<file path="src/opto_stim_pkg.sv">
package opto_stim_pkg;

  // ----------------------------------------
  // geometry of the s-bit word
  // ----------------------------------------

  localparam int N_VFATS     = 8;  // vfats driven by the stimulus
  localparam int TU_PER_VFAT = 8;  // trigger units per vfat
  localparam int SBIT_W      = N_VFATS * TU_PER_VFAT;  // 64 s-bits total

  // ----------------------------------------
  // bunch-crossing timing
  // ----------------------------------------

  localparam int BX_CNT_W   = 6;   // 64-crossing pattern period
  localparam int BC0_PERIOD = 32;  // power of two, divides 2**BX_CNT_W
  localparam int BC0_W      = $clog2(BC0_PERIOD);  // counter bits compared for bc0

  // link request timing
  localparam int STARTUP_CYCLES = 60;  // crossings before the first request
  localparam int HOLDOFF_CYCLES = 7;   // quiet crossings after each busy
  localparam int STARTUP_W      = $clog2(STARTUP_CYCLES + 1);
  localparam int HOLDOFF_W      = $clog2(HOLDOFF_CYCLES + 1);

  // ----------------------------------------
  // stimulus constants
  // ----------------------------------------

  localparam logic [SBIT_W-1:0] PAT_EVEN = 64'h00000000000000fe;  // even crossing hits
  localparam logic [SBIT_W-1:0] PAT_ODD  = 64'h0000000000000001;  // odd crossing hits

  // per-vfat polarity swap of the board lines, vfat 0 in the low byte
  localparam logic [SBIT_W-1:0] SBIT_INVERT = {
    8'h32,  // vfat 7
    8'h08,  // vfat 6
    8'hbd,  // vfat 5
    8'h2d,  // vfat 4
    8'he7,  // vfat 3
    8'h46,  // vfat 2
    8'h67,  // vfat 1
    8'h45   // vfat 0
  };

  localparam logic [31:0] REQ_DATA_INIT = 32'hAAAAAAAA;  // first request payload

  // ----------------------------------------
  // types
  // ----------------------------------------

  // same 64 bits, seen flat or per vfat
  typedef union packed {
    logic [SBIT_W-1:0]                      flat;
    logic [N_VFATS-1:0][TU_PER_VFAT-1:0]    vfat;  // vfat[i] = trigger units of vfat i
  } sbit_word_u;

  // crossing phase, one bit each
  typedef struct packed {
    logic bc0;        // one crossing every BC0_PERIOD
    logic even_slot;  // crossing that carries PAT_EVEN
    logic odd_slot;   // crossing that carries PAT_ODD
  } bx_phase_t;

  // s-bits as seen on the board pins
  typedef struct packed {
    logic [SBIT_W-1:0] word;     // after polarity inversion
    logic              trigger;  // raw pattern had a hit
  } sbit_out_t;

  // register-write request towards the link tx
  typedef struct packed {
    logic        valid;  // level, sampled every crossing
    logic [31:0] data;
  } link_req_t;

endpackage

</file>
<file path="src/bx_phase_decode.sv">
`timescale 1ns/100ps

module bx_phase_decode
  import opto_stim_pkg::*;
(
  input  logic      clk40,
  input  logic      rst_n_i,
  output bx_phase_t phase_o
);

  // ----------------------------------------
  // bunch-crossing counter
  // ----------------------------------------

  logic [BX_CNT_W-1:0] bx_cnt;  // free running, wraps every 64 crossings
  logic                bc0_q;   // registered orbit marker
  logic                bc0_hit; // last crossing of the bc0 period

  always_ff @(posedge clk40) begin
    if (!rst_n_i) begin
      bx_cnt <= '0;
    end else begin
      bx_cnt <= bx_cnt + 1'b1;  // wrap is intentional
    end
  end

  // only the low bits matter, period divides the counter range
  assign bc0_hit = (bx_cnt[BC0_W-1:0] == BC0_W'(BC0_PERIOD - 1));

  // bc0 lands one edge after the counter shows 31, 63
  always_ff @(posedge clk40) begin
    if (!rst_n_i) begin
      bc0_q <= 1'b0;
    end else begin
      bc0_q <= bc0_hit;
    end
  end

  // ----------------------------------------
  // pattern slot decode
  // ----------------------------------------

  // slots decode straight from the count, so even is up right out of reset
  assign phase_o.bc0       = bc0_q;
  assign phase_o.even_slot = (bx_cnt == BX_CNT_W'(0));  // slot 0
  assign phase_o.odd_slot  = (bx_cnt == BX_CNT_W'(1));  // slot 1

endmodule

</file>
<file path="src/sbit_pattern_gen.sv">
`timescale 1ns/100ps

module sbit_pattern_gen
  import opto_stim_pkg::*;
(
  input  logic      clk40,
  input  logic      rst_n_i,
  input  bx_phase_t phase_i,
  output sbit_out_t sbit_o
);

  sbit_word_u raw_pat;   // hits as the vfats would send them
  sbit_word_u inv_pat;   // what the fpga pins actually see
  logic       raw_hit;   // any trigger unit fired

  // ----------------------------------------
  // slot select
  // ----------------------------------------

  // even and odd crossings carry different patterns to exercise both encoders
  always_comb begin
    if (phase_i.even_slot) begin
      raw_pat.flat = PAT_EVEN;
    end else if (phase_i.odd_slot) begin
      raw_pat.flat = PAT_ODD;
    end else begin
      raw_pat.flat = '0;  // idle, keeps latency clear
    end
  end

  assign raw_hit = |raw_pat.flat;

  // ----------------------------------------
  // per-vfat inversion
  // ----------------------------------------

  // swapped p/n pairs flip the line, done one vfat byte at a time
  always_comb begin
    for (int v = 0; v < N_VFATS; v++) begin
      inv_pat.vfat[v] = raw_pat.vfat[v] ^ SBIT_INVERT[v*TU_PER_VFAT +: TU_PER_VFAT];
    end
  end

  // ----------------------------------------
  // output register
  // ----------------------------------------

  // idle word is the mask itself, an all-zero pattern inverted
  always_ff @(posedge clk40) begin
    if (!rst_n_i) begin
      sbit_o.word    <= SBIT_INVERT;
      sbit_o.trigger <= 1'b0;
    end else begin
      sbit_o.word    <= inv_pat.flat;
      sbit_o.trigger <= raw_hit;  // inverted lines still carry the hits
    end
  end

endmodule

</file>
<file path="src/link_request_gen.sv">
`timescale 1ns/100ps

module link_request_gen
  import opto_stim_pkg::*;
(
  input  logic      clk40,
  input  logic      rst_n_i,
  input  logic      tx_busy_i,  // link tx is serializing
  output link_req_t req_o
);

  logic [STARTUP_W-1:0] startup_cnt;   // saturates at STARTUP_CYCLES
  logic                 startup_done;
  logic [HOLDOFF_W-1:0] holdoff;       // crossings left before the next request
  logic                 holdoff_clr;   // no holdoff pending
  logic [31:0]          req_data;

  // ----------------------------------------
  // startup hold
  // ----------------------------------------

  // give the link time to lock before the first write
  always_ff @(posedge clk40) begin
    if (!rst_n_i) begin
      startup_cnt <= '0;
    end else if (!startup_done) begin
      startup_cnt <= startup_cnt + 1'b1;
    end
  end

  assign startup_done = (startup_cnt == STARTUP_W'(STARTUP_CYCLES));

  // ----------------------------------------
  // busy holdoff
  // ----------------------------------------

  always_ff @(posedge clk40) begin
    if (!rst_n_i) begin
      holdoff <= '0;
    end else if (tx_busy_i) begin
      holdoff <= HOLDOFF_W'(HOLDOFF_CYCLES);  // reload on every busy crossing
    end else if (!holdoff_clr) begin
      holdoff <= holdoff - 1'b1;
    end
  end

  assign holdoff_clr = (holdoff == '0);

  // ----------------------------------------
  // request data
  // ----------------------------------------

  // flip the payload each free crossing, so consecutive writes differ
  always_ff @(posedge clk40) begin
    if (!rst_n_i) begin
      req_data <= REQ_DATA_INIT;
    end else if (holdoff_clr) begin
      req_data <= ~req_data;
    end
  end

  // valid only from registers, busy reaches it one edge later
  assign req_o.valid = startup_done & holdoff_clr;
  assign req_o.data  = req_data;

endmodule

</file>
<file path="src/opto_stim_top.sv">
`timescale 1ns/100ps

module opto_stim_top
  import opto_stim_pkg::*;
(
  input  logic      clk40,
  input  logic      rst_n_i,
  input  logic      tx_busy_i,  // from the external link tx
  output bx_phase_t phase_o,
  output sbit_out_t sbit_o,
  output link_req_t req_o
);

  bx_phase_t phase;  // crossing phase, shared by pattern gen and the port

  // ----------------------------------------
  // decode: crossing phase
  // ----------------------------------------

  bx_phase_decode u_bx_phase_decode (
    .clk40   (clk40),
    .rst_n_i (rst_n_i),
    .phase_o (phase)
  );

  assign phase_o = phase;

  // ----------------------------------------
  // execute: s-bit pattern
  // ----------------------------------------

  sbit_pattern_gen u_sbit_pattern_gen (
    .clk40   (clk40),
    .rst_n_i (rst_n_i),
    .phase_i (phase),
    .sbit_o  (sbit_o)   // one crossing behind the slot
  );

  // ----------------------------------------
  // result: link write requests
  // ----------------------------------------

  // no handshake, valid is a plain level
  link_request_gen u_link_request_gen (
    .clk40     (clk40),
    .rst_n_i   (rst_n_i),
    .tx_busy_i (tx_busy_i),
    .req_o     (req_o)
  );

endmodule

</file>
<file path="config.mk">
export PLATFORM = sky130hd
export DESIGN_NAME = opto_stim_top
export DESIGN_NICKNAME = d
export VERILOG_FILES = /design/src/opto_stim_pkg.sv /design/src/bx_phase_decode.sv /design/src/sbit_pattern_gen.sv /design/src/link_request_gen.sv /design/src/opto_stim_top.sv
export SDC_FILE = /design/constraint.sdc
export NUM_CORES = 1
export LEC_CHECK = 0
export BUFFER_PORTS_ARGS = -buffer_cell sky130_fd_sc_hd__buf_2
export CORE_ASPECT_RATIO = 0.8
export CORE_MARGIN = 5
export CORE_UTILIZATION = 48
export CTS_CLUSTER_DIAMETER = 120
export DETAILED_ROUTE_END_ITERATION = 8
export PLACE_DENSITY = 0.89
export SLEW_MARGIN = 0
export SYNTH_ARGS = -nofsm -noshare
export SYNTH_HDL_FRONTEND = slang
export SYNTH_HIERARCHICAL = 1
export SYNTH_SLANG_ARGS = --single-unit
</file>
<file path="constraint.sdc">
create_clock -name clk40 -period 1.75 [get_ports clk40]
set_input_delay 0.35 -clock clk40 [delete_from_list [all_inputs] [get_ports clk40]]
set_output_delay 0.35 -clock clk40 [all_outputs]
set_load 0.02 [all_outputs]
</file>
==> flow_metrics.py <==
metrics = {
    "setup_path": {
        "reg2reg_slack_ns": 0.22,
        "regToRegStartpoint": "u_link_request_gen/holdoff[0]",
        "rr_endpoint": "u_link_request_gen/req_data[30]",
        "required_ns": 1.40,
        "end_kind": "primary output",
        "path_class": "register to primary output",
        "crit_path_start_kind": "register",
        "worstPathArrival_ns": 1.34,
        "reg2reg_depth": 7,
        "cp_max_fo": 6,
    },
    "timing": {
        "maxSlewViolCount": 0,
        "report.final.hold_viol_count": 0,
        "finalSetupViolations": 0,
        "finalCritPeriodShare_pct": 96.4,
        "whs_ns": 0.294,
        "min_period_ns": 1.69,
        "fmax_ghz": 0.593,
        "setup_ws_ns": 0.0637,
        "skew_ns": 0.00992,
    },
    "global_routing": {
        "grt_use_total_pct": 12.2,
        "grt_start_max_net_pins": 25,
        "grt_overflow": 0,
        "grt_pass1_vias": 1428,
        "grt_pass1_wl_um": 6650,
        "grt_antenna_before_repair": 0,
    },
    "logic_synthesis": {
        "avgSynthCellArea_um2": 9.87,
        "synth_area_um2": 2500,
        "ys_seq_elements": 52,
        "synthCells": 253,
        "netlist-cell-type-count": 32,
        "ys_warn_count": 6,
        "seq_area_frac_synth_pct": 41.7,
    },
    "floorplanning": {
        "rows": 23,
        "coreArea_um2": 5040,
        "dieArea_um2": 6750,
        "pin_count": 104,
        "die_y_um": 74.5,
        "die_w_um": 90.6,
        "initial_core_util_pct": 49.6,
    },
    "layout": {
        "drive_gt1_share_pct": 29.4,
        "final_cell_mix": "56 x conb_1, 45 x buf_2, 45 x dfxtp_1, 22 x and2_1, 20 x nand2_1",
        "diodes": 0,
        "syn_to_final_growth_pct": 10.2,
        "final_common_cell": "conb_1",
        "final_nets": 313,
        "fillers": 446,
    },
    "placed_design": {
        "port_buffers": 47,
        "post-place-ws_ns": 0.0883,
        "place.gp.congestion": 0.794,
        "hpwl_um": 3070,
    },
    "clocking": {
        "numCtsBuffers": 5,
        "ctsHtreeMaxLevel": 2,
        "cts_buffer_depth": 2,
        "clk_pin_slew_ns": 0.10,
        "clock-sinks": 52,
        "cts.root.buffer_cell": "clkbuf_8",
        "clk_latency_ns": 0.30,
        "cts_hold_buf": 0,
        "cts_tree": "built",
    },
    "worst_hold_path": {
        "hp-class": "input pin to register",
        "hold_start": "tx_busy_i",
        "holdPathEnd": "u_link_request_gen/holdoff[0]",
        "holdPathStages": 2,
    },
    "drt": {
        "vias_per_cell": 4.23,
        "ant_nets": 0,
        "num_vias": 1544,
        "wl_per_cell_um": 11.8,
        "dr.first_iter.drc_count": 50,
        "drt_wl_total_um": 4320,
        "dr.pass1.iters": 4,
        "drcViolationCount": 0,
    },
    "pwr": {
        "p_leak_nw": 1.37,
        "peakVddDrop_uv": 618,
        "cellPowerDensity_nw_per_um2": 1140,
    },
    "outcome": {
        "status": "complete, no violations",
    },
    "run": {
        "drv_cap": 0,
    },
}
[cell type report]
cell class	count	area (um^2)	share of cell area (%)
multi-input combinational	179	1160	42.0
sequential	52	1050	38.3
timing repair buffer	58	327	11.9
tap	62	77.6	2.82
clock buffer	6	72.6	2.64
clock inverter	2	38.8	1.41
inverter	6	25.0	0.910
[timing repair]
action | 4_1_cts | 5_1_grt
gates resized for setup | 16 | 14
endpoints found under the setup margin | 3 | 3
pin swaps | 2 | 4
buffers inserted | 2 | 5
[registers in the layout, summed over array words and instances, names as in the netlist]
signal / flops
u_link_request_gen/holdoff: 3
u_link_request_gen/req_data: 32
u_bx_phase_decode/bc0_q: 1
u_bx_phase_decode/bx_cnt: 6
u_link_request_gen/startup_cnt: 6
u_sbit_pattern_gen/sbit_o: 4
[worst max-delay path: stages, from the launching register on]
cell	delay, ns
dfxtp_4	0.38
inv_4	0.07
ha_4	0.14
nand2_4	0.07
nor2_4	0.12
and2_4	0.15
buf_6	0.11
[synth_stat cells, drive strengths merged]
| cell type | count | area (um^2) |
|---|---|---|
| a21boi | 1 | 7.51 |
| and2 | 25 | 156 |
| and3 | 2 | 13.8 |
| and3b | 1 | 8.76 |
| buf | 66 | 523 |
| clkbuf | 4 | 15.0 |
| conb | 2 | 7.51 |
| dfxtp | 52 | 1040 |
| ha | 8 | 100 |
| inv | 6 | 22.5 |
| mux2 | 1 | 11.3 |
| mux2i | 2 | 20.0 |
| nand2 | 21 | 78.8 |
| nand3 | 5 | 25.0 |
| nand3b | 1 | 7.51 |
| nand4b | 1 | 8.76 |
| nor2 | 2 | 7.51 |
| nor2b | 2 | 20.0 |
| nor3 | 2 | 10.0 |
| nor4 | 1 | 6.26 |
| o211a | 1 | 10.0 |
| o21a | 6 | 45.0 |
| o21ai | 2 | 10.0 |
| o221a | 1 | 11.3 |
| or3 | 1 | 6.26 |
| xnor2 | 19 | 166 |
| xor2 | 18 | 158 |
[power by group]
group          total, mW  internal [mW]  switching (mW)
sequential          1.44           1.34           0.106
clock              0.830          0.433           0.397
combinational      0.874          0.337           0.537
[cell families after synthesis]
logic type	after synthesis	share of synthesized area [%]
AO/OA/AOI/OAI	11	3.36
XOR/XNOR	37	13.0
adder cells (fa/ha/maj)	8	4.01
buffers and inverters	76	22.4
flip-flops	52	41.7
multiplexers	3	1.25
other	2	0.301
AND/OR/NAND/NOR	64	14.0
[per-layer routing]
metal	global-route usage (%)	wire, um	share of wire, %
met5	0	0	0
met4	4.46	30	0.69
met3	4.15	442	10
met2	20.9	2060	48
met1	14.4	1790	41
[stage by stage]
stage / cell area (um^2) / total power [mW] / utilization (%) / setup TNS, ns / cells
after global placement: 2500 / 2.27 / 49.7 / 0 / 350
after detailed placement: 2500 / 2.30 / 49.7 / 0 / 350
after global routing: 2750 / 3.33 / 54.6 / -0.00767 / 365
after CTS: 2690 / 3.16 / 53.4 / 0 / 360
after floorplan: 2700 / 2.22 / - / 0 / 307
final: 2750 / 3.15 / 54.6 / 0 / 365
[worst max-delay path by stage]
stage,startpoint,to,slack [ns]
after CTS,u_link_request_gen/startup_cnt[2],req_o[32],0.007
after floorplan,u_link_request_gen/holdoff[0],req_o[32],0.21
final,u_link_request_gen/startup_cnt[0],req_o[32],0.06
after global placement,u_link_request_gen/startup_cnt[0],req_o[32],0.18
after global routing,u_bx_phase_decode/bx_cnt[3],phase_o[0],-0.008
after detailed placement,u_link_request_gen/startup_cnt[0],req_o[32],0.09
No activity file was read; power rests on OpenSTA's default activity.
